[src/retire_mix_pkg.sv]
// retire mix profiler shared definitions
// instruction and retire slot types, opcode and marker constants,
// and the instruction mix category encoding

package retire_mix_pkg;

    ////////////////////
    // instruction and slot types

    typedef logic [31:0] instr_t;

    typedef struct packed {
        logic   valid;
        instr_t instr;
    } retire_slot_t;

    // slot after the window decision
    typedef struct packed {
        logic   counted;
        instr_t instr;
    } counted_slot_t;

    ////////////////////
    // instruction mix categories

    typedef enum logic [2:0] {
        CAT_ALU    = 3'd0,
        CAT_BRANCH = 3'd1,
        CAT_MUL    = 3'd2,
        CAT_DIV    = 3'd3,
        CAT_LOAD   = 3'd4,
        CAT_STORE  = 3'd5,
        CAT_MISC   = 3'd6
    } mix_cat_e;

    localparam int NUM_MIX_CATS = 7;

    // msb first so that bit position equals the category value
    typedef struct packed {
        logic misc;
        logic store;
        logic load;
        logic div;
        logic mul;
        logic branch;
        logic alu;
    } mix_flags_t;

    ////////////////////
    // opcodes, instruction bits 6:2

    localparam logic [4:0] OPC_LOAD      = 5'b00000;
    localparam logic [4:0] OPC_STORE     = 5'b01000;
    localparam logic [4:0] OPC_BRANCH    = 5'b11000;
    localparam logic [4:0] OPC_JAL       = 5'b11011;
    localparam logic [4:0] OPC_JALR      = 5'b11001;
    localparam logic [4:0] OPC_ARITH     = 5'b01100;
    localparam logic [4:0] OPC_ARITH_IMM = 5'b00100;
    localparam logic [4:0] OPC_AUIPC     = 5'b00101;
    localparam logic [4:0] OPC_LUI       = 5'b01101;
    localparam logic [4:0] OPC_AMO       = 5'b01011;
    localparam logic [4:0] OPC_FENCE     = 5'b00011;
    localparam logic [4:0] OPC_SYSTEM    = 5'b11100;

    // collection window markers, both addi no-ops
    localparam instr_t START_MARKER = 32'h00C00013;
    localparam instr_t END_MARKER   = 32'h00D00013;

endpackage

[src/retire_classifier.sv]
// retire slot classifier
// decodes one captured instruction into instruction mix flags
// and registers them for the counters

`timescale 1ns/1ps
`default_nettype none

module retire_classifier (
    input  logic                          clk,
    input  logic                          rst,
    input  retire_mix_pkg::counted_slot_t slot,
    output retire_mix_pkg::mix_flags_t    flags
);
    import retire_mix_pkg::*;

    localparam mix_flags_t AMO_FLAGS = '{load: 1'b1, store: 1'b1, default: 1'b0};

    logic [4:0] opcode;
    logic       is_arith;
    logic       is_mul;
    logic       is_div;
    logic [NUM_MIX_CATS-1:0] flag_bits;

    assign opcode = slot.instr[6:2];
    assign is_arith = (opcode == OPC_ARITH);

    // only the register form of arith carries mul and div
    assign is_mul = is_arith && slot.instr[25] && !slot.instr[14];
    assign is_div = is_arith && slot.instr[25] && slot.instr[14];

    ////////////////////
    // category decode

    always_comb begin
        flag_bits = '0;
        flag_bits[CAT_ALU] = (is_arith && !is_mul && !is_div) ||
                             (opcode inside {OPC_ARITH_IMM, OPC_AUIPC, OPC_LUI});
        flag_bits[CAT_BRANCH] = opcode inside {OPC_BRANCH, OPC_JAL, OPC_JALR};
        flag_bits[CAT_MUL] = is_mul;
        flag_bits[CAT_DIV] = is_div;
        // amo lands in both load and store
        flag_bits[CAT_LOAD] = opcode inside {OPC_LOAD, OPC_AMO};
        flag_bits[CAT_STORE] = opcode inside {OPC_STORE, OPC_AMO};
        flag_bits[CAT_MISC] = opcode inside {OPC_SYSTEM, OPC_FENCE};
    end

    ////////////////////
    // flag register

    always_ff @(posedge clk) begin
        if (rst) begin
            flags <= '0;
        end else if (slot.counted) begin
            flags <= mix_flags_t'(flag_bits);
        end else begin
            flags <= '0;
        end
    end

    ////////////////////
    // checks

    // categories are exclusive apart from amo
    assert property (@(posedge clk) disable iff (rst)
        ($countones(flags) < 2) || (flags == AMO_FLAGS));

endmodule

`default_nettype wire

[config.mk]
export PLATFORM = sky130hd
export DESIGN_NAME = retire_classifier
export DESIGN_NICKNAME = d
export VERILOG_FILES = /design/src/retire_mix_pkg.sv /design/src/retire_classifier.sv
export SDC_FILE = /design/constraint.sdc
export NUM_CORES = 1
export LEC_CHECK = 0
export ABC_AREA = 1
export BUFFER_PORTS_ARGS = -buffer_cell sky130_fd_sc_hd__clkbuf_2
export CORE_AREA = 2 2 39 41
export CTS_CLUSTER_DIAMETER = 50
export DETAILED_ROUTE_END_ITERATION = 16
export DIE_AREA = 0 0 41 43
export GPL_TIMING_DRIVEN = 0
export PLACE_DENSITY_LB_ADDON = 0.2
export SYNTH_ARGS = -nofsm -noshare
export SYNTH_HDL_FRONTEND = slang
export SYNTH_SLANG_ARGS = --single-unit
export TNS_END_PERCENT = 100
[constraint.sdc]
create_clock -name clk -period 0.8 [get_ports clk]
set_input_delay 0.16 -clock clk [delete_from_list [all_inputs] [get_ports clk]]
set_output_delay 0.16 -clock clk [all_outputs]
set_load 0.02 [all_outputs]
# After elaboration in Yosys (flattened, before gate mapping)
# Cells that the tools add are included.
# word_totals
reg_bits,7
in_bits,35
out_inout_bits,7
word_cells,35
# classes
eq_ne,11
bitwise_logic,1
reduce_logical,16
# ops
op,count
5-bit by 4-bit equality test with 1-bit output (second input constant),4
5-bit equality test (second input constant),4
5-bit by 3-bit equality test with 1-bit output (second input constant),2
2-bit nonzero test,3
3-bit nonzero test,2
5-bit by 2-bit equality test with 1-bit output (second input constant),1
1-bit logical AND,5
5-bit logical NOT,1
1-bit logical NOT,3
2-bit OR reduction,1
1-bit logical OR,1
1-bit NOT,1

# Longest topological paths before layout
# Gate-level depths: netlist of run 1.
# logic_depth
word_depth,7
mapped_depth,5
ltp_nobuf,5

# Worst setup path after synthesis of run 1
# No wires, ideal clock.
# synth_timing
kind,input to register
from,input port rst
to,register flags[3] (netlist bit)
setup_time_ps,64
arrival_ps,518
required_ps,736
slack_ps,218
cell_stages,5
n_path_buf,0
cell_sequence,inv_1 -> nand3_1 -> nor2_1 -> nand2_1 -> nor2_1
# synth_between
elab_chain_len,1
# synth_rtl
item,line,text
start: declaration,retire_classifier.sv:10,"input logic rst,"
2-bit OR reduction (no source line),--,
end signal: assignment,retire_classifier.sv:54,flags <= mix_flags_t'(flag_bits);
end: declaration,retire_classifier.sv:12,output retire_mix_pkg::mix_flags_t flags
# Every way passes these cells.
# A chain may end at the register's enable or synchronous reset.

# Worst setup path in the final report of run 1
# layout_timing
from,register flags[6] (netlist bit)
to,output port flags[6] (netlist bit)
# No word-level cell between the ends.

==> results of run 1 <==
-- path summary, 6_finish.rpt --
path,end,cells past startpoint,start
max,flags[6],1,flags[6]$_SDFF_PP0_
min,flags[2]$_SDFF_PP0_,2,slot[14]
-- synth_stat cells --
library cell	number
nor2_1	7
nor3_2	1
o21ai_0	1
clkinv_1	1
nand3_1	7
dfxtp_1	7
inv_2	2
nor3_1	1
a21oi_1	2
nand2_1	6
inv_1	5
a21oi_2	1
-- cell type report --
type	count	share of cell area [%]
inverter	8	6.030
tap	16	4.020
timing repair buffer	16	30.15
multi-input combinational	26	24.62
sequential	7	29.90
clock buffer	4	5.276
-- routing by layer --
metal  vias up  part of all wire [%]  global-route usage (%)
met5         -                     0                       0
met4         0                   2.3                   10.00
met1       135                    41                   10.61
met3         2                   8.3                   1.571
met2        16                    48                   11.25
li1        169                     -                       -
-- kinds of logic after synthesis --
| group | after synthesis | share of synthesized area [%] |
|---|---|---|
| simple gates | 22 | 33.76 |
| buf+inv | 8 | 10.26 |
| flops | 7 | 47.86 |
| compound gates | 4 | 8.119 |
-- report_power, final --
group | internal (mW) | switching, mW
Clock | 0.190 | 0.120
Combinational | 0.0377 | 0.0511
Sequential | 0.353 | 0.00198
-- stage by stage --
| step | power [mW] | hold slack [ps] | cells |
|---|---|---|---|
| global route | 0.8099 | 70.26 | 77 |
| finish | 0.7542 | 78.34 | 77 |
| global placement | 0.4433 | 343.2 | 73 |
| CTS | 0.7694 | 76.31 | 77 |
| detailed placement | 0.4434 | 340.7 | 73 |
| floorplan | 0.4014 | 232.4 | 41 |
-- repair_timing --
action / 4_1_cts / 5_1_grt
endpoints found under the hold margin: 0 / 0
pin swaps: 0 / 0
resized for setup: 20 / 8
setup buffers: 0 / 0
setup endpoints to repair: 7 / 7
==> flow_metrics.tcl, run 1 <==
set metrics [dict create \
    clockRootBuffer "clkbuf_4" \
    dieHeight_um 43 \
    multiInputGateArea_um2 122.6 \
    path_clk_slew_ps 50 \
    maxCapViolCount 0 \
    cts_tree "done" \
    stdcell_area_um2 498.0 \
    synth_area_leaders "dfxtp_1 (48%), nand3_1 (12%), nor2_1 (9.0%)" \
    max_slew.worst_pin.slew_ps 189.2 \
    dpl.hpwl_um 523.2 \
    synthCells 41 \
    gp_congestion 0.7850 \
    drive_above_1_share_pct 49.18 \
    drc_errors 0 \
    start_util_pct 21.16 \
    synth.distinct_cells 12 \
    cts_buffers 3 \
    slowest_stage "dfxtp_2" \
    layout_commonest_cell "clkbuf_2" \
    regMostFlops "flags" \
    fmax_ghz 1.189 \
    grt_overflow 0 \
    grt_use_total_pct 8.735 \
    largestRegisters "flags: 7 flops" \
    wl_per_cell_um 7.935 \
    tns_ps -269.9 \
    start_kind "flop" \
    synth_top_area_cell "dfxtp_1" \
    dr.pass1.iters 4 \
    path_delay_family "flip-flops" \
    routed_wl_um 611 \
    io_buffers 16 \
    ys_ff_latch 7 \
    setup_ws_ps -40.73 \
    nNetsFinal 97 \
    critPathBufInv 1 \
    slowest_delay_ps 320 \
    max_slew_margin_pct 87.26 \
    hp-class "input pin to flop" \
    timing.final.crit_period_ps 840.7 \
    ir_worst_vdd_mv 0.3343 \
    register_area_um2 148.9 \
    largest_register_ffs 7 \
    power_leakage_nw 0.2362 \
    synth_top_area_share_pct 47.86 \
    hold_buffers 0 \
    status "complete, but fails checks" \
    syn_area_per_cell_um2 7.141 \
    cp.arrival_ps 680 \
    setup_viol_count_final 7 \
    htree_levels 1 \
    vias 322 \
    hold_violations 0 \
    drv_slew 0 \
    fin_util_pct 35.99 \
    first_iter_violations 8 \
    viasPerCell 4.182 \
    ys_warn_count 0 \
    layout_common_cells "clkbuf_2 (9), nor2_1 (7), nand3_1 (7), dfxtp_2 (7), buf_8 (7)" \
    grt_max_degree 7 \
    path_class "flop to primary output" \
    grt_first_pass_wirelength_mm 1.000 \
    placed_cell_area_um2 392.9 \
    die_w_um 41 \
    crit_chain "buf_8" \
    required_ps 640 \
    cp-end-kind "primary output" \
    ios 42 \
    cts_sinks 7 \
    cp_max_fo 1 \
    core_area_um2 1384 \
    die-area_um2 1763 \
    post-route-period-util_pct 105.1 \
    clockBufferDepth 2 \
    netlist_area_um2 292.8 \
    antenna_left 0 \
    p_per_area_nw_per_um2 1514 \
    syn_to_final_growth_pct 70.09 \
    grt_pass1_vias 272 \
    rsz0062_at_grt "yes" \
    ys_seq_area_share_pct 47.86 \
    antenna_found_initial 0 \
    diodes 0 \
    rows 14 \
    syn-num-nets 76 \
    violations "negative setup slack" \
    dp_slack_ps 18.53 \
    nFillCells 151 \
]
(Power assumes the default switching activity.)
==> run 2: changes to the inputs <==
--- a/config.mk
+++ b/config.mk
@@ -5,7 +5,6 @@
 export SDC_FILE = /design/constraint.sdc
 export NUM_CORES = 1
 export LEC_CHECK = 0
-export ABC_AREA = 1
 export BUFFER_PORTS_ARGS = -buffer_cell sky130_fd_sc_hd__clkbuf_2
 export CORE_AREA = 2 2 39 41
 export CTS_CLUSTER_DIAMETER = 50
==> flow_metrics.tcl, run 2 <==
set metrics [dict create \
    synth_top_area_share_pct 50.22 \
    synthCells 25 \
    power_frac_clock_pct 41.3 \
    power_leakage_nw 0.2009 \
    rsz0062_at_grt "yes" \
    synth_area_leaders "dfxtp_1 (50%), nand3b_1 (8.1%), nor3b_1 (5.4%)" \
    ir_worst_vdd_mv 0.3367 \
    antenna_found_initial 0 \
    whs_ps 95.41 \
    crit_chain "buf_8" \
    path_class "flop to primary output" \
    synth-edff-count 0 \
    p_per_area_nw_per_um2 1515 \
    syn_to_final_growth_pct 77.13 \
    cp.arrival_ps 680 \
    dieHeight_um 43 \
    largest_register_ffs 7 \
    grt_max_degree 8 \
    dr.pass1.iters 4 \
    syn_area_per_cell_um2 11.16 \
    seq_power_share_pct 47.4 \
    path_delay_family "flip-flops" \
    totalPowerFinal_mw 0.7488 \
    first_iter_violations 4 \
    antenna_left 0 \
    cts_setup_buffers 0 \
    viasPerCell 4.246 \
    dpl.hpwl_um 455.3 \
    drive_above_1_share_pct 66.67 \
    nNetsFinal 81 \
    register_area_um2 148.9 \
    async_flop_share_pct 0 \
    htree_levels 1 \
    largestRegisters "flags: 7 flops" \
    clockBufferDepth 2 \
    cp-end-kind "primary output" \
    io_buffers 16 \
    grt_use_total_pct 7.654 \
    cp_max_fo 1 \
    slowest_stage "dfxtp_2" \
    ios 42 \
    nFillCells 144 \
    placed_cell_area_um2 379.1 \
    power.switching_mw 0.1631 \
    cts_tree "done" \
    slowest_delay_ps 320 \
    hp-class "input pin to flop" \
    grt_pass1_vias 212 \
    path_clk_slew_ps 50 \
    timing.final.crit_period_ps 844.0 \
    yosysMostFrequentCell "dfxtp_1" \
    cts_sinks 7 \
    drv_slew 0 \
    fmax_ghz 1.185 \
    grt_first_pass_wirelength_um 841 \
    routed_wl_um 567 \
    status "complete, but fails checks" \
    die-area_um2 1763 \
    grt_overflow 0 \
    post-route-period-util_pct 105.5 \
    setup_viol_count_final 8 \
    start_util_pct 20.16 \
    ys_ff_latch 7 \
    layout_commonest_cell "clkbuf_2" \
    p_comb_share_pct 11.2 \
    syn-num-nets 60 \
    core_area_um2 1384 \
    max_slew.worst_pin.slew_ps 344.2 \
    regMostFlops "flags" \
    intPower_mw 0.5857 \
    vias 259 \
    cts_buffers 3 \
    gp_congestion 0.6715 \
    required_ps 640 \
    multiInputGateArea_um2 145.1 \
    synth_commonest_cells "dfxtp_1 (7), nand3b_1 (3), nor3b_1 (2), nor4_1 (2)" \
    violations "negative setup slack" \
    synth_top_area_cell "dfxtp_1" \
    max_slew_margin_pct 76.74 \
    layout_common_cells "clkbuf_2 (9), dfxtp_2 (7), buf_8 (7)" \
    wl_per_cell_um 9.295 \
    synth-main-ff-cell "dfxtp_1" \
    ys_seq_area_share_pct 50.22 \
    synth.distinct_cells 15 \
    clockRootBuffer "clkbuf_4" \
    hold_violations 0 \
    die_w_um 41 \
    netlist_area_um2 279.0 \
    drc_errors 0 \
    setup_ws_ps -43.98 \
    diodes 0 \
    rows 14 \
    swShare_pct 21.79 \
    ys_warn_count 0 \
    start_kind "flop" \
    stdcell_area_um2 494.2 \
    maxCapViolCount 0 \
    critPathBufInv 1 \
]
-- run 2: cell count changes after synthesis, sizes merged, moves of 2 or more --
| cell | change |
|---|---|
| nand3 | -6 |
| nor2 | -7 |
| inv | -6 |
| nand3b | +3 |
| a21oi | -2 |
| nor3b | +2 |
| nor3 | -2 |
| nand2 | -6 |
| nor4 | +2 |
-- run 2: logic make-up after synthesis --
family | after synthesis | synth area share, %
buffers and inverters | 1 | 1.344
flip-flops | 7 | 50.22
XOR/XNOR | 1 | 3.140
AO/OA/AOI/OAI | 2 | 6.276
AND/OR/NAND/NOR | 14 | 39.01
-- run 2: final cells by class --
type,count,area share [%]
timing repair buffer,16,30.38
clock buffer,4,5.316
tap,16,4.051
sequential,7,30.13
inverter,1,0.7595
multi-input combinational,17,29.37
-- run 2: per-layer routing --
layer	part of all wire (%)	vias to the layer above	track usage, %
met2	47	12	8.125
met5	0	-	0
li1	-	134	-
met3	7.2	0	0
met1	46	113	10.39
met4	0	0	12.00
-- run 2: through the flow --
step	utilization (%)	setup WS, ps	setup TNS (ps)	instances
after CTS	34.36	-67.58	-450.6	61
after detailed placement	27.40	-285.1	-1205	57
final	35.71	-43.98	-276.9	61
after floorplan	-	-89.19	-147.9	25
after global placement	27.40	-285.4	-1184	57
after global routing	35.71	-70.22	-451.8	61
-- run 2: timing repair --
action	4_1_cts	5_1_grt
pin swaps	1	0
endpoints found under the hold margin	0	0
hold buffers	0	0
resized for setup	21	9
endpoints found under the setup margin	8	9
-- run 2: path summary, 6_finish.rpt --
| path | startpoint | to | cells after the start |
|---|---|---|---|
| max | flags[0]$_SDFF_PP0_ | flags[0] | 1 |
| min | slot[14] | flags[2]$_SDFF_PP0_ | 2 |
-- run 2: power by group through the flow --
stage               logic [mW]  registers (mW)  clock network [mW]
CTS                     0.0804           0.354               0.326
detailed placement      0.0752           0.360                   0
global route            0.0917           0.355               0.341
finish                  0.0840           0.355               0.309
floorplan               0.0269           0.365                   0
global placement        0.0743           0.360                   0
==> run 3: changes to the inputs <==
==> constraint.sdc (replaced) <==
create_clock -name clk -period 0.8 [get_ports clk]
set_input_delay 0 -clock clk [delete_from_list [all_inputs] [get_ports clk]]
set_output_delay 0 -clock clk [all_outputs]
set_load 0.02 [all_outputs]
==> flow_metrics.tcl, run 3 (synthesized netlist as in run 2, its figures left out) <==
set metrics [dict create \
    max_slew_margin_pct 79.04 \
    viasPerCell 4.113 \
    hold_violations 0 \
    antenna_left 0 \
    power_leakage_nw 0.1835 \
    cp.arrival_ps 890 \
    dr.pass1.iters 4 \
    routed_wl_um 527 \
    start_kind "input pin" \
    power.switching_mw 0.1497 \
    core_area_um2 1384 \
    syn_to_final_growth_pct 48.88 \
    rsz0062_at_grt "no" \
    fin_util_pct 30.02 \
    grt_use_total_pct 7.143 \
    first_iter_violations 4 \
    tns_ps 0 \
    layout_common_cells "clkbuf_2 (16), dfxtp_1 (7), nand3b_1 (3), clkbuf_4 (3)" \
    dr_wl_met3_um 52 \
    grt_overflow 0 \
    cp_max_fo 2 \
    clockBufferDepth 2 \
    fmax_ghz 1.340 \
    max_slew.worst_pin.slew_ps 310.2 \
    clockRootBuffer "clkbuf_4" \
    register_area_um2 140.1 \
    crit_start "slot[14]" \
    post-route-period-util_pct 93.29 \
    antenna_found_initial 0 \
    ios 42 \
    maxCapViolCount 0 \
    dpl.hpwl_um 448.1 \
    nFillCells 146 \
    cp-end-kind "flop" \
    hp-class "input pin to flop" \
    p_comb_share_pct 10.6 \
    cts_tree "done" \
    timing.final.crit_period_ps 746.3 \
    layout_commonest_cell "clkbuf_2" \
    largestRegisters "flags: 7 flops" \
    swShare_pct 20.48 \
    stdcell_area_um2 415.4 \
    grt_max_degree 8 \
    cts_setup_buffers 0 \
    intPower_mw 0.5814 \
    final_cells 62 \
    cp-endpoint "flags[3]$_SDFF_PP0_" \
    vias 255 \
    cts_resized 0 \
    io_buffers 16 \
    drc_errors 0 \
    wl_met2_um 225 \
    gp_congestion 0.6623 \
    hold_buffers 1 \
    power_frac_clock_pct 41.0 \
    dieHeight_um 43 \
    drv_slew 0 \
    multiInputGateArea_um2 135.1 \
    diodes 0 \
    required_ps 950 \
    grt_first_pass_wirelength_um 786 \
    regMostFlops "flags" \
    cts_buffers 3 \
    die_w_um 41 \
    path_class "input pin to flop" \
    nNetsFinal 82 \
    start_util_pct 20.16 \
    seq_power_share_pct 48.4 \
    wl_per_cell_um 8.500 \
    die-area_um2 1763 \
    htree_levels 1 \
    drive_above_1_share_pct 45.65 \
    top_layer "met3" \
    placed_cell_area_um2 379.1 \
    ir_worst_vdd_mv 0.3254 \
    status "finished, final reports clean" \
    grt_pass1_vias 200 \
    p_per_area_nw_per_um2 1760 \
    cts_sinks 7 \
    place_inst 57 \
    path_clk_slew_ps 50 \
    rows 14 \
    setup_viol_count_final 0 \
    whs_ps 26.83 \
    largest_register_ffs 7 \
    wl_met1_um 249 \
]
## run 3: changes by cell type in the layout (fill, tap and decap cells not counted)
| cell | change |
|---|---|
| buf_8 | -7 |
| clkbuf_2 | +7 |
| dfxtp_1 | +7 |
| dfxtp_2 | -7 |
| a21oi_1 | +1 |
| a21oi_2 | -1 |
| dlygate4sd3_1 | +1 |
| nor4_1 | +1 |
| nor4_2 | -1 |
## run 3: per-layer routing
| layer | global-route usage (%) | up-vias |
|---|---|---|
| met5 | 0 | - |
| met4 | 12.00 | 0 |
| met3 | 0 | 0 |
| met2 | 6.250 | 12 |
| met1 | 10.68 | 107 |
| li1 | - | 136 |
## run 3: per-stage QoR
step / worst slack, ps / power [mW]
5_1_grt: 1.131 / 0.7812
6_report: 53.70 / 0.7311
3_3_place_gp: -152.7 / 0.4347
2_1_floorplan: 46.74 / 0.3918
4_1_cts: 52.46 / 0.7510
3_5_place_dp: -147.7 / 0.4352
## run 3: worst min-delay path by stage
stage / endpoint / slack [ps] / startpoint / cells past startpoint
2_1_floorplan: flags[0]$_SDFF_PP0_ / 80 / slot[6] / 1
3_3_place_gp: flags[2]$_SDFF_PP0_ / 190 / slot[14] / 2
3_5_place_dp: flags[2]$_SDFF_PP0_ / 190 / slot[14] / 2
4_1_cts: flags[3]$_SDFF_PP0_ / 20 / slot[6] / 2
5_1_grt: flags[2]$_SDFF_PP0_ / 40 / slot[6] / 2
6_report: flags[3]$_SDFF_PP0_ / 30 / slot[6] / 2
## run 3: worst max-delay path, stage by stage
cell           delay (ps)
dlygate4sd3_1         520
clkbuf_2              110
inv_1                  30
nor4_1                230
## run 3: power groups by stage
stage               sequential [mW]  combinational, mW  clock, mW
floorplan                     0.365             0.0269          0
global placement              0.360             0.0743          0
detailed placement            0.360             0.0748          0
CTS                           0.354             0.0787      0.319
global route                  0.353             0.0851      0.343
finish                        0.354             0.0777      0.300
## run 3: layout make-up
class | instances | area share, %
sequential | 7 | 33.73
multi-input combinational | 17 | 32.53
timing repair buffer | 17 | 21.69
clock buffer | 4 | 6.325
tap | 16 | 4.819
inverter | 1 | 0.9036
